## config.mk

```make
export PLATFORM = sky130hd
export DESIGN_NAME = b_cache_mem
export DESIGN_NICKNAME = d
export VERILOG_FILES = /design/src/hw/ekf_pkg.sv /design/src/hw/b_cache_mem.sv
export SDC_FILE = /design/constraint.sdc
export NUM_CORES = 2
export LEC_CHECK = 0
export ABC_CLOCK_PERIOD_IN_PS = 11570
export BUFFER_PORTS_ARGS = -buffer_cell sky130_fd_sc_hd__buf_4
export CELL_PAD_IN_SITES_DETAIL_PLACEMENT = 1
export CELL_PAD_IN_SITES_GLOBAL_PLACEMENT = 1
export CORE_MARGIN = 2
export CORE_UTILIZATION = 45
export DETAILED_ROUTE_END_ITERATION = 8
export PLACE_DENSITY_LB_ADDON = 0.1
export SLEW_MARGIN = 20
export SYNTH_ARGS = -nofsm -noshare
export SYNTH_HDL_FRONTEND = slang
export SYNTH_SLANG_ARGS = --single-unit
```

## constraint.sdc

```tcl
create_clock -name clk -period 11.57 [get_ports clk]
set_input_delay 2.314 -clock clk [delete_from_list [all_inputs] [get_ports clk]]
set_output_delay 2.314 -clock clk [all_outputs]
set_load 0.03 [all_outputs]
```

## src/hw/ekf_pkg.sv

```systemverilog
`default_nettype none

package ekf_pkg;

  localparam int rsa_dw      = 32;
  localparam int lanes       = 4;
  localparam int cache_depth = 32;
  localparam int num_terms   = 21;

  typedef logic signed [rsa_dw-1:0]       rsa_word_t;
  typedef logic        [lanes*rsa_dw-1:0] row_t;
  typedef logic        [3:0]              seq_cnt_t;
  typedef logic        [4:0]              cache_addr_t;
  typedef logic        [7:0]              wb_addr_t;

  typedef enum logic [3:0] {
    bca_idle      = 4'b0000,
    bca_wr_inv    = 4'b1010,
    bca_wr_nl_prd = 4'b1101,
    bca_wr_nl_new = 4'b1110,
    bca_wr_nl_upd = 4'b1111
  } bca_sel_e;

  // process noise diagonal
  localparam rsa_word_t q_11 = 1;
  localparam rsa_word_t q_22 = 1;

  // row schedules per mode
  localparam seq_cnt_t    prd_first = 4'd1;
  localparam seq_cnt_t    prd_last  = 4'd3;
  localparam cache_addr_t prd_base  = 5'd0;
  localparam seq_cnt_t    new_first = 4'd1;
  localparam seq_cnt_t    new_last  = 4'd6;
  localparam cache_addr_t new_base  = 5'd4;
  localparam seq_cnt_t    upd_first = 4'd1;
  localparam seq_cnt_t    upd_last  = 4'd7;
  localparam cache_addr_t upd_base  = 5'd12;
  localparam seq_cnt_t    inv_first = 4'd7;
  localparam seq_cnt_t    inv_last  = 4'd9;
  localparam cache_addr_t inv_base  = 5'd20;

  // host register map, word addresses
  localparam wb_addr_t reg_cmd        = 8'h00;
  localparam wb_addr_t reg_status     = 8'h01;
  localparam wb_addr_t reg_term_base  = 8'h02;
  localparam wb_addr_t reg_term_last  = 8'h16;
  localparam wb_addr_t reg_det        = 8'h17;
  localparam wb_addr_t reg_cache_base = 8'h80;

endpackage

`default_nettype wire

```

## src/hw/b_cache_mem.sv

```systemverilog
`default_nettype none

module b_cache_mem (
  input  wire logic                          clk,
  input  wire logic                          cache_we,
  input  wire ekf_pkg::cache_addr_t          cache_waddr,
  input  wire ekf_pkg::row_t                 b_cache_din,
  input  wire ekf_pkg::cache_addr_t          cache_raddr,
  input  wire logic [$clog2(ekf_pkg::lanes)-1:0] cache_rlane,
  output ekf_pkg::rsa_word_t                 cache_rdata
);

  ekf_pkg::row_t mem [ekf_pkg::cache_depth];

  // whole row in, one lane out
  always_ff @(posedge clk) begin
    if (cache_we) begin
      mem[cache_waddr] <= b_cache_din;
    end
    cache_rdata <= mem[cache_raddr][cache_rlane*ekf_pkg::rsa_dw +: ekf_pkg::rsa_dw];
  end

endmodule

`default_nettype wire

```

# Word level (Yosys, flattened, before mapping)
# Memories as Yosys holds them, arrays and structs flattened.
# Cells that the tools add are included.
[totals] reg_bits=32 mem_bits_rw=4096 inputBits=142 out_inout_bits=32 word_cells=5 memories=1
[memory_table] memory="mem" words=32 width=128 read_ports=1 rd_clocked_by_memory_dff=0 wr=1 line_no="b_cache_mem.sv:13" source="ekf_pkg::row_t mem [ekf_pkg::cache_depth];"
[classes] n_shift=1 mux=2
[ops] operator="indexed part select 128 x 8 -> 32 bit" n=1
[ops] operator="two-way mux 1 bit" n=2

# Longest topological paths before layout
[depth] depth_word=2 mapped_depth=8

# Least setup slack after synthesis
# No wires, ideal clock.
[synth_timing] kind="input to register" from="input cache_waddr[1]" to="memory mem[12][0] in the netlist's numbering (enable)" setup_time_ps=617 arrival_time_ps=8295 slack_ps=2658 stages=3 path_buffers=1 path_cell_list="or3b_2 clkbuf_1 nor2_1"
[synth_lines] element="start: declaration" line_no="b_cache_mem.sv:6" source="input wire ekf_pkg::cache_addr_t cache_waddr,"
[synth_lines] element="end: declaration" line_no="b_cache_mem.sv:13"
# Straight into the memory's write port.

# Worst setup path in the final report
[layout_timing] from="input cache_raddr[2]" to="register cache_rdata[8]"
[layout_between] elab_chain_cells=2
[layout_lines] element="start: declaration" line_no="b_cache_mem.sv:8" source="input wire ekf_pkg::cache_addr_t cache_raddr,"
[layout_lines] element="memory read (32 x 128 bit)"
[layout_lines] element="indexed part select 128 x 8 -> 32 bit" line_no="b_cache_mem.sv:20" source="cache_rdata <= mem[cache_raddr][cache_rlane*ekf_pkg::rsa_dw +: ekf_pkg::rsa_dw];"
[layout_lines] element="end signal: assignment" line_no="b_cache_mem.sv:20"
[layout_lines] element="end: declaration" line_no="b_cache_mem.sv:10" source="output ekf_pkg::rsa_word_t cache_rdata"
# Every way passes these cells.

==> metrics.log <==
INFO  metric rr_worst_depth = 4
INFO  metric yosysUniqueCellTypes = 15
INFO  metric outcome = completed
INFO  metric post_synth_instance_area = 156000 um^2
INFO  metric place_area = roughly 160000 um^2
INFO  metric floorplan.initialDensity = between 40% and 50%
INFO  metric critical_path_arrival = 6370 ps
INFO  metric synth-seq-area-share = about four fifths
INFO  metric globalRoute.totalOverflow = 0
INFO  metric fin_hold_ws = 1120 ps
INFO  metric cts-htree-levels = 5
INFO  metric finClkSkew = 50.6 ps
INFO  metric met3RoutedLength = 33700 um
INFO  metric power-per-cell-area = 179 nW/um^2
INFO  metric power_frac_seq = 52.6%
INFO  metric setup.reg_to_reg.worst_slack = 8840 ps
INFO  metric netSwitchingPower = ~0.0068 W
INFO  metric detailroute.wirelength.met2 = approximately 210000 um
INFO  metric maxClockFrequency = between 150 and 200 MHz
INFO  metric drv_slew = 0
INFO  metric layout.cells.most_common = sky130_fd_sc_hd__edfxtp_1
INFO  metric final.setup.tns = 0 ps
INFO  metric leakagePower = 54.4 nW
INFO  metric drv_cap = 0
INFO  metric cts_tree = done
INFO  metric cts_hold_buf = 0
INFO  metric wl_met1 = 180000 um
INFO  metric layout-area-overhead-vs-synth = 13.8%
INFO  metric routabilityCongestion = approximately 0.72
INFO  metric r2r-end = cache_rdata[21]
INFO  metric timing.hold.worst_path_depth = 4
INFO  metric syn_avg_cell_area = between 20 and 30 um^2
INFO  metric cts_inserted_buffers = 434
INFO  metric grt_pass1_vias = 73500
INFO  metric drcViolationCount = 0
INFO  metric crit_required = 12410 ps
INFO  metric post_drt_wl_per_cell = 38.5 um
INFO  metric die_area = roughly 350000 um^2
INFO  metric hold_ep = cache_rdata[27]
INFO  metric clk_pin_slew = 60 ps
INFO  metric routed-via-count = between 60000 and 70000
INFO  metric fin_area = 177000 um^2
INFO  metric antenna_found_initial = roughly 70
INFO  metric antenna_violating_nets_post_route = 0
INFO  metric grtUsageTotal = approximately a quarter
INFO  metric power.share.combinational = 5.1%
INFO  metric vdd_drop_max = 0.139 mV
INFO  metric crit-reg2reg-launch = mem[29][117]
INFO  metric share_clk_of_total_power = 42.3%
INFO  metric fin_crit = between 5000 and 6000 ps
INFO  metric drc_marker_count_from_the_first_detailed_route_iteration = 7952
INFO  metric setup_viol = 0
INFO  metric ctsRootBufferMaster = sky130_fd_sc_hd__clkbuf_16
INFO  metric clock_tree.buffer_depth = 4
INFO  metric postcts_resize_cnt = 0
INFO  metric syn-num-nets = 5995
INFO  metric final-seq-area = around 120000 um^2
INFO  metric ys.warnings.count = 0
INFO  metric core = 345000 um^2
INFO  metric post_drt_via_cell_ratio = 6.13
INFO  metric worstSetupPathType = input port to flip-flop
INFO  metric largest_net_degree_at_the_start_of_global_routing = roughly 120
INFO  metric tritoncts_num_sinks = 4128
INFO  metric firstDrtPassIters = 5
INFO  metric min_period_over_period = 47.8%
INFO  metric clk_latency = 980 ps
INFO  metric nFillCells = 28900
INFO  metric fp-row-count = 216
INFO  metric yosys_register_bits = 4128
INFO  metric critPathCaptureType = flip-flop
INFO  metric die_height = 592 um
INFO  metric final_core_util = 51.3%
INFO  metric worst_pin_slew = 1310 ps
INFO  metric path_max_fanout = 75
INFO  metric fp.dieW = 592 um
INFO  metric highest_layer = met5
INFO  metric cp-start-kind = input port
INFO  metric grt_first_pass_wirelength = 605000 um
INFO  metric post_route_cells_drive_above_1_share = 34.8%
INFO  metric final_net_count = 6452
INFO  metric hold_violations = 0
INFO  metric hold_path_class = flip-flop to flip-flop
INFO  metric intPower = around 0.025 W
INFO  metric postCtsSetupRepairBufs = 0
INFO  metric setup_repair_after_global_routing_missed_its_margin = false
INFO  metric slew-limit-headroom = 12.5%
INFO  metric drt_wl_total = 437000 um
INFO  metric layout.cells.most_common_list = 4096 x sky130_fd_sc_hd__edfxtp_1, 1344 x sky130_fd_sc_hd__mux4_2, 442 x sky130_fd_sc_hd__clkbuf_16
INFO  metric syn-instance-count = ~6000
INFO  metric detailed_placement_wirelength_estimate = 215000 um
INFO  metric num_io_pins = ~170
INFO  metric multiInputGateArea = 31100 um^2
INFO  metric min-delay-start = mem[22][123]
INFO  metric switching_share = between 20% and 30%
INFO  metric portBuffers = 173
-- stage by stage --
stage / setup slack, ps / cells / total power (W)
after floorplan: 2660 / 5853 / 0.0179
after detailed placement: 4930 / 10500 / 0.0187
after CTS: 6000 / 11300 / 0.0321
final: 6040 / 11300 / 0.0318
after global placement: 4930 / 10500 / 0.0187
after global routing: 5800 / 11300 / 0.0327
-- kinds of logic (layout without fill, tap and decap cells) --
family / Yosys count / after routing / share of synthesized area [%]
other cells: 0 / 78 / 0
flops: 4128 / 4128 / 79.4
buf+inv: 304 / 1135 / 0.817
mux: 1376 / 1376 / 19.7
simple gates: 45 / 45 / 0.133
-- sequential cells by signal (all words and copies together) (netlist names) --
register / flops
mem: 4096
cache_rdata: 32
-- critical path: stages --
cell,delay [ps]
sky130_fd_sc_hd__buf_8,560
sky130_fd_sc_hd__buf_4,670
sky130_fd_sc_hd__buf_4,600
sky130_fd_sc_hd__mux4_2,420
sky130_fd_sc_hd__mux4_2,510
sky130_fd_sc_hd__mux4_2,690
sky130_fd_sc_hd__mux2_2,370
-- cells in the mapped netlist --
cell	instances	share of area, %
sky130_fd_sc_hd__mux4_2	1344	19
sky130_fd_sc_hd__or3b_2	3	0.017
sky130_fd_sc_hd__dfxtp_1	32	0.41
sky130_fd_sc_hd__clkbuf_1	161	0.39
sky130_fd_sc_hd__or3_1	1	0.0040
sky130_fd_sc_hd__nand3_1	2	0.0064
sky130_fd_sc_hd__nand3b_1	5	0.024
sky130_fd_sc_hd__nand2_1	1	0.0024
sky130_fd_sc_hd__buf_6	2	0.014
sky130_fd_sc_hd__mux2_2	32	0.23
sky130_fd_sc_hd__buf_1	58	0.14
sky130_fd_sc_hd__buf_2	78	0.25
sky130_fd_sc_hd__buf_4	5	0.024
sky130_fd_sc_hd__nor2_1	33	0.080
sky130_fd_sc_hd__edfxtp_1	4096	79
-- per-layer routing --
metal,vias up,track usage (%)
li1,27000,-
met1,39300,35.4
met2,2602,39.9
met3,559,6.05
met4,48,7.29
met5,-,0
-- power by group through the flow --
stage                     clock network, W  logic, W  registers [W]
after floorplan                          0  0.000865         0.0171
after global placement                   0   0.00163         0.0171
after detailed placement                 0   0.00166         0.0171
after CTS                           0.0137   0.00166         0.0167
after global routing                0.0142   0.00172         0.0167
final                               0.0134   0.00163         0.0167
-- worst max-delay path by stage --
stage | to | cells past startpoint | start | slack [ps]
final | cache_rdata[8] | 7 | cache_raddr[2] | 6040
after global routing | cache_rdata[11] | 7 | cache_raddr[0] | 5800
after CTS | cache_rdata[11] | 7 | cache_raddr[0] | 6000
after detailed placement | cache_rdata[11] | 7 | cache_raddr[0] | 4930
after global placement | cache_rdata[11] | 7 | cache_raddr[0] | 4930
after floorplan | mem[12][0] | 3 | cache_waddr[1] | 2660
-- layout make-up --
cell class	count	area share, %
clock buffer	552	6.52
multi-input combinational	1421	17.5
clock inverter	258	1.15
timing repair buffer	325	1.73
tap	4578	3.23
antenna	78	0.110
sequential	4128	69.7
(Power assumes the default switching activity.)
