[config.mk]
export PLATFORM = sky130hd
export DESIGN_NAME = ekf_seq_ctrl
export DESIGN_NICKNAME = d
export VERILOG_FILES = /design/src/hw/ekf_pkg.sv /design/src/hw/ekf_seq_ctrl.sv
export SDC_FILE = /design/constraint.sdc
export NUM_CORES = 1
export LEC_CHECK = 0
export BUFFER_PORTS_ARGS = -buffer_cell sky130_fd_sc_hd__buf_4
export CAP_MARGIN = 25
export CORE_MARGIN = 4
export CORE_UTILIZATION = 40
export DETAILED_ROUTE_END_ITERATION = 16
export HOLD_SLACK_MARGIN = 0.12
export PLACE_DENSITY = 0.68
export SLEW_MARGIN = 10
export SYNTH_ARGS = -nofsm -noshare
export SYNTH_HDL_FRONTEND = slang
export SYNTH_SLANG_ARGS = --single-unit
[constraint.sdc]
create_clock -name clk -period 2.95 [get_ports clk]
set_input_delay 0.59 -clock clk [delete_from_list [all_inputs] [get_ports clk]]
set_output_delay 0.59 -clock clk [all_outputs]
set_load 0.05 [all_outputs]
[src/hw/ekf_pkg.sv]
`default_nettype none

package ekf_pkg;

  localparam int rsa_dw      = 32;
  localparam int lanes       = 4;
  localparam int cache_depth = 32;
  localparam int num_terms   = 21;

  typedef logic signed [rsa_dw-1:0]       rsa_word_t;
  typedef logic        [lanes*rsa_dw-1:0] row_t;
  typedef logic        [3:0]              seq_cnt_t;
  typedef logic        [4:0]              cache_addr_t;
  typedef logic        [7:0]              wb_addr_t;

  typedef enum logic [3:0] {
    bca_idle      = 4'b0000,
    bca_wr_inv    = 4'b1010,
    bca_wr_nl_prd = 4'b1101,
    bca_wr_nl_new = 4'b1110,
    bca_wr_nl_upd = 4'b1111
  } bca_sel_e;

  // process noise diagonal
  localparam rsa_word_t q_11 = 1;
  localparam rsa_word_t q_22 = 1;

  // row schedules per mode
  localparam seq_cnt_t    prd_first = 4'd1;
  localparam seq_cnt_t    prd_last  = 4'd3;
  localparam cache_addr_t prd_base  = 5'd0;
  localparam seq_cnt_t    new_first = 4'd1;
  localparam seq_cnt_t    new_last  = 4'd6;
  localparam cache_addr_t new_base  = 5'd4;
  localparam seq_cnt_t    upd_first = 4'd1;
  localparam seq_cnt_t    upd_last  = 4'd7;
  localparam cache_addr_t upd_base  = 5'd12;
  localparam seq_cnt_t    inv_first = 4'd7;
  localparam seq_cnt_t    inv_last  = 4'd9;
  localparam cache_addr_t inv_base  = 5'd20;

  // host register map, word addresses
  localparam wb_addr_t reg_cmd        = 8'h00;
  localparam wb_addr_t reg_status     = 8'h01;
  localparam wb_addr_t reg_term_base  = 8'h02;
  localparam wb_addr_t reg_term_last  = 8'h16;
  localparam wb_addr_t reg_det        = 8'h17;
  localparam wb_addr_t reg_cache_base = 8'h80;

endpackage

`default_nettype wire

[src/hw/ekf_seq_ctrl.sv]
`default_nettype none

module ekf_seq_ctrl (
  input  wire logic                 clk,
  input  wire logic                 sys_rst,
  input  wire logic                 cmd_valid,
  input  wire ekf_pkg::bca_sel_e    cmd_sel,
  output logic                      busy,
  output ekf_pkg::bca_sel_e         bca_sel,
  output ekf_pkg::seq_cnt_t         seq_cnt,
  output logic                      cache_we,
  output ekf_pkg::cache_addr_t      cache_waddr
);

  typedef enum logic [1:0] {
    st_idle,
    st_run,
    st_drain
  } ekf_seq_ctrl_state_e;

  ekf_seq_ctrl_state_e  state;
  ekf_pkg::bca_sel_e    mode_q;
  ekf_pkg::seq_cnt_t    cnt;
  ekf_pkg::seq_cnt_t    first_step;
  ekf_pkg::seq_cnt_t    last_step;
  ekf_pkg::cache_addr_t base_row;

  // schedule lookup for the active mode
  always_comb begin
    case (mode_q)
      ekf_pkg::bca_wr_nl_new: begin
        first_step = ekf_pkg::new_first;
        last_step  = ekf_pkg::new_last;
        base_row   = ekf_pkg::new_base;
      end
      ekf_pkg::bca_wr_nl_upd: begin
        first_step = ekf_pkg::upd_first;
        last_step  = ekf_pkg::upd_last;
        base_row   = ekf_pkg::upd_base;
      end
      ekf_pkg::bca_wr_inv: begin
        first_step = ekf_pkg::inv_first;
        last_step  = ekf_pkg::inv_last;
        base_row   = ekf_pkg::inv_base;
      end
      default: begin
        first_step = ekf_pkg::prd_first;
        last_step  = ekf_pkg::prd_last;
        base_row   = ekf_pkg::prd_base;
      end
    endcase
  end

  assign busy    = (state != st_idle);
  assign bca_sel = (state == st_run) ? mode_q : ekf_pkg::bca_idle;
  assign seq_cnt = cnt;

  always_ff @(posedge clk) begin
    if (sys_rst) begin
      state       <= st_idle;
      mode_q      <= ekf_pkg::bca_idle;
      cnt         <= '0;
      cache_we    <= 1'b0;
      cache_waddr <= '0;
    end else begin
      // one cycle behind the step, matching the mapper register
      cache_we    <= (state == st_run) && (cnt >= first_step);
      cache_waddr <= base_row + ekf_pkg::cache_addr_t'(cnt - first_step);
      case (state)
        st_idle: begin
          if (cmd_valid) begin
            mode_q <= cmd_sel;
            cnt    <= 4'd1;
            state  <= st_run;
          end
        end
        st_run: begin
          if (cnt == last_step) begin
            cnt   <= '0;
            state <= st_drain;
          end else begin
            cnt <= cnt + 4'd1;
          end
        end
        st_drain: begin
          // last row is written this cycle
          mode_q <= ekf_pkg::bca_idle;
          state  <= st_idle;
        end
        default: state <= st_idle;
      endcase
    end
  end

endmodule

`default_nettype wire

Word-level counts from Yosys, hierarchy flattened --
Cells that the tools add are included. Widths: inputs -> output; s select.
Word-level totals: register bits 16, output and inout port bits 15
Operators by class: mux-type cells 12, reduce and logical (&&, ||, !) cells 8, equality and inequality tests 8, $lt $le $gt $ge 1, add/sub/neg operators 3
Operators by type and width (count):
- $mux 4 | 4
- $pmux 4 s2 | 2
- $pmux 5 s3 | 1
- $eq 4x4->1 const B | 3
- $pmux 4 s3 | 1
- $reduce_and 2->1 | 3
- $reduce_bool 2->1 | 3
- $add 5x5->5 | 1
- $sub 4x4->5 | 1
- $add 4x1->4 const B | 1
- $eq 4x4->1 | 1
- $ge 4x4->1 | 1
- $mux 2 | 2
- $pmux 2 s2 | 1
- $mux 3 | 1
- $eq 2x1->1 const B | 1
- $eq 2x2->1 const B | 1
- $logic_not 2->1 | 1
- $ne 2x1->1 const B | 1
- $ne 2x2->1 const B | 1
- $logic_and 1x1->1 | 1

Logic depth before layout (Yosys ltp) --
depth in word-level cells 5, depth in mapped cells 8, mapped depth without buffers 8

Least setup slack after synthesis --
No wires, ideal clock.
path type register to register, start point reg cnt[2], in the netlist seq_cnt[2], end point reg cache_waddr[4], arrival time 2063 ps, cell stages (with the launch flop) 7, slack 760 ps, data required time 2822 ps, library setup time 128 ps, clock period less this slack 2190 ps, path through dfxtp_1 fa_1 ha_1 a21o_1 a21oi_1 xnor2_1 nor2_1
On the way: cells in the longest elaborated chain, start to end 2
RTL lines:
- from (decl) | RTL line ekf_seq_ctrl.sv:23 | ekf_pkg::seq_cnt_t cnt;
- from (signal assigned) | RTL line ekf_seq_ctrl.sv:82 | cnt <= cnt + 4'd1;
- $sub 4x4->5 | RTL line ekf_seq_ctrl.sv:68 | cache_waddr <= base_row + ekf_pkg::cache_addr_t'(cnt - first_step);
- $add 5x5->5 | RTL line ekf_seq_ctrl.sv:68
- to (signal assigned) | RTL line ekf_seq_ctrl.sv:68
- to (decl) | RTL line ekf_seq_ctrl.sv:12 | output ekf_pkg::cache_addr_t cache_waddr
No other way between the ends. A chain may end at the register's enable or synchronous reset.

Worst setup path in the final report --
start point reg mode_q[0], end point reg cache_waddr[4]
On the way: cells in the longest elaborated chain, start to end 4, elaborated cells between the ends (all ways) 7, classes of those cells add/sub: 2; eq/ne: 3; mux: 2
RTL lines:
- from (decl) | RTL line ekf_seq_ctrl.sv:22 | ekf_pkg::bca_sel_e mode_q;
- from (signal assigned) | RTL line ekf_seq_ctrl.sv:61 | mode_q <= ekf_pkg::bca_idle;
- from (signal assigned) | RTL line ekf_seq_ctrl.sv:72 | mode_q <= cmd_sel;
- from (signal assigned) | RTL line ekf_seq_ctrl.sv:87 | mode_q <= ekf_pkg::bca_idle;
- $eq 4x4->1 | RTL line ekf_seq_ctrl.sv:30 | case (mode_q)
- $mux 3 | RTL line ekf_seq_ctrl.sv:30
- $sub 4x4->5 | RTL line ekf_seq_ctrl.sv:68
- $add 5x5->5 * | RTL line ekf_seq_ctrl.sv:68
Mark *: on every way between the ends. The rest lies on a longest branch, timed or not.

==> results.cfg <==
[status]
status = completed

[synthesis]
synthFlopType = dfxtp_1
synth_fp_nets = 114
yosys.cell_count.top_type = dfxtp_1
yosys.area.top_type = dfxtp_1
async_reset_ff_share_pct = 0
avgSynthCellArea_um2 = 9.558
synth_top_area_share_pct = 34.55
synth.distinct_cells = 35
yosys-top-cells-area = dfxtp_1 35%, ha_1 9.4%, fa_1 6.5%
synth_seq_cells = 16
yosys_warnings = 0
postSynthCellCount = 97
synth_common_cells = 16 x dfxtp_1, 14 x nor2_1, 8 x inv_1
yosysSeqAreaShare_pct = 34.55
synth_edf_count = 0
synth_area_um2 = 927.1

[critical_path]
required_ns = 3.13
critPathKind = reg2reg
crit_slowest_cell = fa_1
worst-path-stages = 8
r2r_slack_ns = 0.70
start_kind = flop
cp.buffers_inverters = 1
max_stage_delay_ns = 0.49
cp_max_fo = 6
path_cells = and4bb_4 -> inv_1 -> fa_1 -> ha_1 -> a21o_1 -> a21oi_1 -> xnor2_1 -> nor2_1
cp-end-kind = flop
crit_arrival_ns = 2.44
critical-path-top-delay-family = adder cells
reg2regPathDepth = 8

[final_layout]
final_cells = 148
nets = 139
drive_gt1_share_pct = 29.17
fin_util_pct = 51.47
area_growth_pct = 22.81
fillers = 226
antenna_cells = 0

[timing]
rsz0062_at_grt = no
tightest_slew_ns = 0.4265
fin_setup_tns_ns = 0
maxSlewViolCount = 0
fmaxAchievable_ghz = 0.4439
period_minus_slack_ns = 2.253
max_slew_margin_pct = 71.53
skew_ns = 0.003125
setup_viol = 0
timing.final.crit_share_pct = 76.36
hold_viol = 0

[pwr]
internal-power_uw = 329.3
finalPower_uw = 493.4
p_leak_uw = 0.0004979
p_seq_share_pct = 49.6
p_switching_uw = 164.1
power.density_mw_per_mm2 = 433.4
p_comb_share_pct = 27.2
ir_worst_vdd_mv = 0.2583
clockPowerShare_pct = 23.2
p_sw_share_pct = 33.25

[min_path]
whs_path_depth = 3
min_path_type = in2reg

[routing]
vias = 751
drt-total-wl_um = 1883
drc_errors = 0
postRouteAntennaNets = 0
dr.pass1.iters = 4
vias_per_cell = 5.074
wl_per_cell_um = 12.72
drtIter0Drc = 7

[cts]
clock_sinks = 16
path_clk_slew_ns = 0.09
tritoncts = yes
numCtsBuffers = 3
clockBufferDepth = 2
cts_setup_buffers = 0
ctsResizeCount = 0
clockRootBuffer = clkbuf_4
insertion_delay_ns = 0.29
holdBufCountCts = 0
cts_max_level = 1

[flow_run]
maxCapViolations = 0

[global_routing]
antenna_found_initial = 0
grt_pass1_wl_um = 3125
grt_max_degree = 15
grt_use_total_pct = 12.81
grt_overflow = 0
grt_pass1_vias = 707

[placement]
port_buffers = 21
place_inst = 145
routabilityCongestion = 0.7674
post-dp-hpwl_um = 1442

[floorplanning]
rows = 17
initial_utilization_pct = 41.91
fp.dieW_um = 56.15
pin_count = 22
die_area_mm2 = 0.003152
dieHeight_um = 56.15
core_mm2 = 0.002212
[final cells by class]
cell class                 count  area [um2]  share of cell area, %
multi-input combinational     72       573.1                  50.33
inverter                       8       30.03                  2.637
timing repair buffer          21       157.7                  13.85
clock buffer                   3       22.52                  1.978
tap                           28       35.03                  3.077
sequential                    16       320.3                  28.13
[final timing paths]
check / end / startpoint
max: cache_waddr[4]$_SDFF_PP0_ / mode_q[0]$_SDFFE_PP0P_
min reg2reg: state[0]$_SDFFE_PP0P_ / state[0]$_SDFFE_PP0P_
min: mode_q[1]$_SDFFE_PP0P_ / cmd_sel[1]
max reg2reg: cache_waddr[4]$_SDFF_PP0_ / mode_q[0]$_SDFFE_PP0P_
[through the flow]
| step | hold WS [ns] | setup slack (ns) | area, um2 |
|---|---|---|---|
| 2_1_floorplan | 0.5064 | 0.7596 | 927.1 |
| 3_3_place_gp | 0.5333 | 0.7386 | 1116 |
| 3_5_place_dp | 0.5536 | 0.7006 | 1116 |
| 4_1_cts | 0.5294 | 0.6886 | 1139 |
| 5_1_grt | 0.5214 | 0.5944 | 1139 |
| 6_report | 0.5416 | 0.6974 | 1139 |
[worst register-to-register path, cell delays in order, from the launching register on]
cell	delay [ns]
dfxtp_1	0.36
and4bb_4	0.37
inv_1	0.12
fa_1	0.49
ha_1	0.30
a21o_1	0.18
a21oi_1	0.16
xnor2_1	0.13
nor2_1	0.05
[registers in the layout, summed over array words and instances, names as in the netlist]
signal / cells
cache_we: 1
seq_cnt: 4
state: 2
mode_q: 4
cache_waddr: 5
[kinds of logic after synthesis]
group,synth area share (%)
adder cells (fa/ha/maj),15.92
flip-flops,34.55
multiplexers,3.643
XOR/XNOR,3.779
buffers and inverters,3.643
AO/OA/AOI/OAI,15.79
AND/OR/NAND/NOR,22.67
[layer usage]
layer	track usage (%)	wire length [um]	up-vias
met5	0	0	-
met4	4.068	31	0
met3	5.800	113	4
met2	22.04	951	15
met1	13.92	787	351
li1	-	-	381
[power groups by stage]
stage	sequential, uW	clock, uW	combinational [uW]
floorplan	285	0	59.8
global placement	249	0	134
detailed placement	250	0	136
CTS	245	122	136
global route	248	137	146
finish	245	114	134
[cells in the final DEF (no fill, tap or decap), types with 2 or more instances in the layout]
master / netlist / final
dfxtp_1: 16 / 16
and2b_2: 2 / 2
nand3_1: 2 / 2
nor2_1: 14 / 14
ha_1: 7 / 7
and2_1: 2 / 2
xnor2_1: 3 / 3
o21bai_1: 2 / 2
a211oi_1: 3 / 3
a22oi_1: 5 / 5
a21oi_1: 4 / 4
fa_1: 3 / 3
o21ai_0: 2 / 2
and2b_1: 2 / 2
inv_1: 8 / 8
nand2_1: 3 / 3
buf_4: 0 / 21
clkbuf_4: 0 / 3
(Power assumes the default switching activity.)
