==> config.mk <==
export PLATFORM = sky130hd
export DESIGN_NAME = b_cache_din_map
export DESIGN_NICKNAME = d
export VERILOG_FILES = /design/src/hw/ekf_pkg.sv /design/src/hw/b_cache_din_map.sv
export SDC_FILE = /design/constraint.sdc
export NUM_CORES = 2
export LEC_CHECK = 0
export ABC_AREA = 0
export BUFFER_PORTS_ARGS = -buffer_cell sky130_fd_sc_hd__clkbuf_2
export CORE_AREA = 3 3 323 325
export DETAILED_ROUTE_END_ITERATION = 16
export DIE_AREA = 0 0 326 328
export HOLD_SLACK_MARGIN = 0.05
export PLACE_DENSITY = 0.81
export SYNTH_ARGS = -nofsm -noshare
export SYNTH_HDL_FRONTEND = slang
export SYNTH_SLANG_ARGS = --single-unit
==> constraint.sdc <==
create_clock -name clk -period 21.8 [get_ports clk]
set_input_delay 4.36 -clock clk [delete_from_list [all_inputs] [get_ports clk]]
set_output_delay 4.36 -clock clk [all_outputs]
set_load 0.005 [all_outputs]
==> src/hw/ekf_pkg.sv <==
`default_nettype none

package ekf_pkg;

  localparam int rsa_dw      = 32;
  localparam int lanes       = 4;
  localparam int cache_depth = 32;
  localparam int num_terms   = 21;

  typedef logic signed [rsa_dw-1:0]       rsa_word_t;
  typedef logic        [lanes*rsa_dw-1:0] row_t;
  typedef logic        [3:0]              seq_cnt_t;
  typedef logic        [4:0]              cache_addr_t;
  typedef logic        [7:0]              wb_addr_t;

  typedef enum logic [3:0] {
    bca_idle      = 4'b0000,
    bca_wr_inv    = 4'b1010,
    bca_wr_nl_prd = 4'b1101,
    bca_wr_nl_new = 4'b1110,
    bca_wr_nl_upd = 4'b1111
  } bca_sel_e;

  // process noise diagonal
  localparam rsa_word_t q_11 = 1;
  localparam rsa_word_t q_22 = 1;

  // row schedules per mode
  localparam seq_cnt_t    prd_first = 4'd1;
  localparam seq_cnt_t    prd_last  = 4'd3;
  localparam cache_addr_t prd_base  = 5'd0;
  localparam seq_cnt_t    new_first = 4'd1;
  localparam seq_cnt_t    new_last  = 4'd6;
  localparam cache_addr_t new_base  = 5'd4;
  localparam seq_cnt_t    upd_first = 4'd1;
  localparam seq_cnt_t    upd_last  = 4'd7;
  localparam cache_addr_t upd_base  = 5'd12;
  localparam seq_cnt_t    inv_first = 4'd7;
  localparam seq_cnt_t    inv_last  = 4'd9;
  localparam cache_addr_t inv_base  = 5'd20;

  // host register map, word addresses
  localparam wb_addr_t reg_cmd        = 8'h00;
  localparam wb_addr_t reg_status     = 8'h01;
  localparam wb_addr_t reg_term_base  = 8'h02;
  localparam wb_addr_t reg_term_last  = 8'h16;
  localparam wb_addr_t reg_det        = 8'h17;
  localparam wb_addr_t reg_cache_base = 8'h80;

endpackage

`default_nettype wire

==> src/hw/b_cache_din_map.sv <==
`default_nettype none

module b_cache_din_map (
  input  wire logic               clk,
  input  wire logic               sys_rst,
  input  wire ekf_pkg::bca_sel_e  bca_sel,
  input  wire ekf_pkg::seq_cnt_t  seq_cnt,
  input  wire ekf_pkg::rsa_word_t fxi_13,
  input  wire ekf_pkg::rsa_word_t fxi_23,
  input  wire ekf_pkg::rsa_word_t gxi_13,
  input  wire ekf_pkg::rsa_word_t gz_11,
  input  wire ekf_pkg::rsa_word_t gz_12,
  input  wire ekf_pkg::rsa_word_t gz_21,
  input  wire ekf_pkg::rsa_word_t gz_22,
  input  wire ekf_pkg::rsa_word_t hz_11,
  input  wire ekf_pkg::rsa_word_t hz_12,
  input  wire ekf_pkg::rsa_word_t hz_21,
  input  wire ekf_pkg::rsa_word_t hz_22,
  input  wire ekf_pkg::rsa_word_t hxi_11,
  input  wire ekf_pkg::rsa_word_t hxi_12,
  input  wire ekf_pkg::rsa_word_t hxi_21,
  input  wire ekf_pkg::rsa_word_t hxi_22,
  input  wire ekf_pkg::rsa_word_t vt_1,
  input  wire ekf_pkg::rsa_word_t vt_2,
  input  wire ekf_pkg::rsa_word_t s_11,
  input  wire ekf_pkg::rsa_word_t s_12,
  input  wire ekf_pkg::rsa_word_t s_21,
  input  wire ekf_pkg::rsa_word_t s_22,
  output ekf_pkg::row_t           b_cache_din,
  output ekf_pkg::rsa_word_t      s_det
);

  ekf_pkg::rsa_word_t s11_q;
  ekf_pkg::rsa_word_t s22_q;
  ekf_pkg::rsa_word_t prod_diag;
  ekf_pkg::rsa_word_t prod_off;
  ekf_pkg::row_t      row_next;

  // lane 0 lands in the low word
  function automatic ekf_pkg::row_t mk_row(input ekf_pkg::rsa_word_t l0,
                                           input ekf_pkg::rsa_word_t l1,
                                           input ekf_pkg::rsa_word_t l2);
    return {ekf_pkg::rsa_word_t'(0), l2, l1, l0};
  endfunction

  always_comb begin
    row_next = '0;
    case (bca_sel)
      ekf_pkg::bca_wr_nl_prd: begin
        case (seq_cnt)
          4'd1:    row_next = mk_row(1, 0, 0);
          4'd2:    row_next = mk_row(0, 1, 0);
          4'd3:    row_next = mk_row(fxi_13, fxi_23, 1);
          default: row_next = '0;
        endcase
      end
      ekf_pkg::bca_wr_nl_new: begin
        case (seq_cnt)
          4'd1:    row_next = mk_row(1, 0, 0);
          4'd3:    row_next = mk_row(gxi_13, 1, 0);
          4'd4:    row_next = mk_row(gz_11, gxi_13, 0);
          4'd5:    row_next = mk_row(gz_12, gz_21, 0);
          4'd6:    row_next = mk_row(0, gz_22, 0);
          default: row_next = '0;
        endcase
      end
      ekf_pkg::bca_wr_nl_upd: begin
        case (seq_cnt)
          4'd1:    row_next = mk_row(hxi_11, 0, 0);
          4'd2:    row_next = mk_row(hxi_12, hxi_21, 0);
          4'd3:    row_next = mk_row(0, hxi_22, 0);
          4'd4:    row_next = mk_row(hz_11, -1, 0);
          4'd5:    row_next = mk_row(hz_12, hz_21, 0);
          4'd6:    row_next = mk_row(vt_1, hz_22, 0);
          4'd7:    row_next = mk_row(vt_2, 0, 0);
          default: row_next = '0;
        endcase
      end
      ekf_pkg::bca_wr_inv: begin
        // adjugate of S+Q, no division
        case (seq_cnt)
          4'd7:    row_next = mk_row(s22_q, 0, 0);
          4'd8:    row_next = mk_row(-s_12, -s_21, 0);
          4'd9:    row_next = mk_row(0, s11_q, 0);
          default: row_next = '0;
        endcase
      end
      default: row_next = '0;
    endcase
  end

  // determinant pipeline over steps 3 to 5
  always_ff @(posedge clk) begin
    if (bca_sel == ekf_pkg::bca_wr_inv) begin
      case (seq_cnt)
        4'd3: s11_q <= s_11 + ekf_pkg::q_11;
        4'd4: begin
          s22_q    <= s_22 + ekf_pkg::q_22;
          prod_off <= s_12 * s_21;
        end
        4'd5: prod_diag <= s11_q * s22_q;
        default: ;
      endcase
    end
  end

  always_ff @(posedge clk) begin
    if (sys_rst) begin
      b_cache_din <= '0;
      s_det       <= '0;
    end else begin
      b_cache_din <= row_next;
      if (bca_sel == ekf_pkg::bca_wr_inv && seq_cnt == 4'd6) begin
        s_det <= prod_diag - prod_off;
      end
    end
  end

endmodule

`default_nettype wire

# [Word level (Yosys, flattened, before mapping)]
# Index checks and enable logic that the tools add are counted.
[totals] word_cells=35 input_bits=682 ff_bits=288
[op_classes] n_reduce_logical=4 muxes=5 addsub=5 mul=2 n_eq_ne=13
[op_table] operator="$pmux W128 S4" n=1
[op_table] operator="$pmux W64 S7" n=1
[op_table] operator="$pmux W64 S5" n=1
[op_table] operator="$pmux W65 S3" n=1
[op_table] operator="$pmux W64 S3" n=1
[op_table] operator="$add A32 B2 Y32 const B" n=2
[op_table] operator="$mul A32 B32 Y32" n=2
[op_table] operator="$neg A32 Y32" n=2
[op_table] operator="$sub A32 B32 Y32" n=1
[op_table] operator="$eq A4 B4 Y1 const B" n=6
[op_table] operator="$eq A4 B3 Y1 const B" n=4
[op_table] operator="$eq A4 B2 Y1 const B" n=2
[op_table] operator="$reduce_and A2 Y1" n=3
[op_table] operator="$eq A4 B1 Y1 const B" n=1
[op_table] operator="$logic_and A1 B1 Y1" n=1

# [Longest topological paths before layout]
[depth] word_depth=3 depth_mapped=27 mapped_depth_nobuf=25

# [Worst setup path before layout]
# Ideal clock, no wire load.
[synth_path] path_type="input to register" from="in bca_sel[1]" to="reg prod_off[0] (enable)" cell_stages=3 setup_slack_ns=10.318 required_ns=21.156 t_arrival_ns=10.838 path_buffers=0 path_cell_list="nor2b_1 > nand3b_1 > nor4_1"
[synth_between] elab_chain_len=2
[synth_rtl] element="start, declared" line="b_cache_din_map.sv:6" source="input wire ekf_pkg::bca_sel_e bca_sel,"
[synth_rtl] element="$eq A4 B4 Y1" line="b_cache_din_map.sv:94" source="if (bca_sel == ekf_pkg::bca_wr_inv) begin"
[synth_rtl] element="$reduce_and A2 Y1 (no line)"
[synth_rtl] element="end signal, assigned" line="b_cache_din_map.sv:99" source="prod_off <= s_12 * s_21;"
[synth_rtl] element="end, declared" line="b_cache_din_map.sv:36" source="ekf_pkg::rsa_word_t prod_off;"
# No other way between the ends.
# A chain may end at the register's enable or synchronous reset.

# [Final worst setup path]
[layout_path] from="in s_21[2]" to="reg prod_off[31], data pin"
[layout_between] elab_chain_len=1
[layout_rtl] element="start, declared" line="b_cache_din_map.sv:27" source="input wire ekf_pkg::rsa_word_t s_21,"
[layout_rtl] element="$mul A32 B32 Y32" line="b_cache_din_map.sv:99"
# No other way between the ends.

==> results.yml <==
place:
  hpwlAfterDp_um: 180000
  routabilityCongestion: 1.06
  dpl_cell_area_mm2: 0.0524
  port-buffer-count: 778
floorplan:
  die_area_mm2: 0.107
  start_util: 0.469
  fp.dieH_um: 328
  core_mm2: 0.102
  pin_count: 842
  die_w_um: 326
  row_count: 117
timing:
  setup-violations-final: 0
  finalClockSkew_ps: 42.5
  rsz0062_at_grt: "no"
  slew_headroom: 0.0933
  fin_crit_sh: 0.526
  finalCriticalPeriod_ps: 11460
  tightest_slew_ps: 1360
  slew_viol_final: 0
  setup_tns_ps: 0
  hold_viol_final: 0
  fmaxAchievable_mhz: 87.2
worst_hold_path:
  hold_end: "s_det[5]"
  min-delay-path-class: "reg2reg"
  whs_path_depth: 2
  hold_start: "s_det[5]"
cts:
  path_clk_slew_ps: 60
  postCtsHoldBufs: 0
  ctsResizeCount: 0
  worstSkewPairLatency_ps: 630
  cts_setup_buffers: 0
  cts_buffers: 27
  htree_levels: 1
  clock-root-buffer: "clkbuf_16"
  cts_sinks: 225
  clockBufferDepth: 3
  cts_tree: "built"
logic_synthesis:
  synthTopCellsByArea: "fa_1 (34%), ha_1 (8.8%), and2_1 (8.7%), edfxtp_1 (8.1%), inv_1 (7.2%)"
  avgSynthCellArea_um2: 8.86
  synth-edff-count: 128
  synthFlopType: "edfxtp_1"
  syn_area_mm2: 0.0477
  seq_area_frac_synth: 0.121
  netlist.top_cell.by_area: "fa_1"
  ys_async_sr_fraction: 0
  ys_types: 70
  netlist_instances: 5388
  yosysWarnings: 0
  yosys.area.top_type_share: 0.343
  ys_ff_latch: 225
critical_path:
  end_kind: "register"
  timing.critical_path.arrival_ps: 11780
  rr_worst_depth: 23
  r2r_slack_ps: 13500
  rr_endpoint: "prod_diag[30]"
  path_class: "in2reg"
  critPathLaunch: "s_21[2]"
  critical_path_required_ps: 22120
  rr_startpoint: "s11_q[11]"
  worstSetupStartpointType: "input pin"
  cp_max_fo: 34
routing:
  vias: 43420
  viasPerCell: 5.90
  dr.pass1.iters: 8
  drt_iter0_markers: 4875
  wl_um: 219000
  routedWlPerCell_um: 29.8
  drc: 0
  drtAntennaViolNets: 0
global_route:
  grt_pass1_vias: 43507
  antenna_found_initial: 57
  grt_pass1_wl_um: 309000
  grt_max_degree: 128
  overflow: 0
  gr-usage-all-layers: 0.403
cells_and_area:
  stdcell_area_mm2: 0.0535
  syn_to_final_growth_pct: 12.1
  drive_gt1_frac: 0.154
  nets: 7764
pwr:
  leakagePower_nw: 25.1
  power_density_mw_per_mm2: 155
  ir_worst_vdd_v: 0.000532
job:
  drv_cap: 0
outcome:
  outcome: "finished, final reports clean"
## layer usage
layer  track usage  wire, µm
met5             0       218
met4         0.266     18500
met3         0.175     31800
met2         0.576     90300
met1         0.494     78000
## power breakdown
part / switching [mW] / internal [mW]
logic: 4.08 / 2.93
clock network: 0.215 / 0.303
registers: 0.00328 / 0.777
total: 4.30 / 4.01
## critical path, cell delays in order
cell	delay, ps
clkbuf_2	460
and2_1	350
fa_1	490
fa_1	490
inv_1	50
fa_1	490
fa_1	550
inv_1	50
fa_1	500
inv_1	60
fa_1	530
inv_1	50
fa_1	490
fa_1	420
ha_1	350
a2111oi_0	430
o31ai_1	130
o21a_1	130
a21oi_1	200
o21ai_0	190
a21o_1	230
a41o_1	270
o41a_1	330
xnor2_1	130
## area by class of cell
class | count | area (µm²)
diodes | 35 | 87.6
clock inverters | 13 | 169
clock buffers | 37 | 828
well taps | 1368 | 1710
multi-input cells | 3923 | 37100
fillers | 9367 | 48200
inverters | 913 | 3430
repair buffers | 840 | 4380
flip-flops and latches | 225 | 5790
## worst max-delay path by stage
stage,end,depth (start not counted)
6_report,prod_off[31],24
5_1_grt,prod_off[29],24
4_1_cts,prod_off[31],24
3_5_place_dp,prod_off[31],24
3_3_place_gp,prod_off[31],24
2_1_floorplan,prod_off[0],3
## placed cells by master, fill, tap and decap left out, drive strengths merged, types with 19 or more instances in the layout
| master | instances |
|---|---|
| nand3 | 43 |
| xnor2 | 231 |
| edfxtp | 128 |
| buf | 61 |
| fa | 817 |
| a222oi | 32 |
| a22o | 19 |
| conb | 63 |
| dfxtp | 97 |
| diode | 35 |
| o21a | 22 |
| inv | 915 |
| a211oi | 40 |
| xor2 | 68 |
| clkbuf | 816 |
| or3 | 22 |
| and2 | 666 |
| a21oi | 232 |
| nor3 | 41 |
| nor2 | 171 |
| a2111oi | 43 |
| o21ai | 59 |
| and3 | 22 |
| nand2 | 564 |
| a22oi | 197 |
| ha | 335 |
| a21o | 25 |
| a31oi | 38 |
## state kept, by name, summed over array words and instances (netlist names)
register and count:
b_cache_din 65, s11_q 32, s_det 32, prod_off 32
prod_diag 32, s22_q 32
## cells in the mapped netlist (all sizes together), types with 43 or more instances
master,count
fa,817
a2111oi,43
nor2,171
clkbuf,311
inv,913
nand3,43
a22oi,197
xnor2,231
nand2,564
ha,335
a21oi,232
dfxtp,97
edfxtp,128
buf,78
xor2,68
o21ai,59
and2,666
## through the flow
step                      setup slack (ps)  hold WS [ps]  instances  power, mW   util
after floorplan                      10320           448       5450       5.47      -
after global placement                9870           444       7268       7.47  0.515
after detailed placement              9770           449       7268       7.62  0.515
after CTS                            10390           457       7318       8.17  0.525
after global routing                 10020           483       7332       8.93  0.526
final                                10340           452       7354       8.30  0.526
## kinds of logic after synthesis
kind of cell | after synthesis | synth area share
and+or+nand+nor | 1626 | 0.175
buffers and inverters | 1302 | 0.108
adders and majority gates | 1152 | 0.430
AOI/OAI and AO/OA | 783 | 0.111
other | 1 | 0.0000785
xor gates and xnor gates | 299 | 0.0548
DFF | 225 | 0.121
Note: power is estimated with default switching activity, not from simulation.
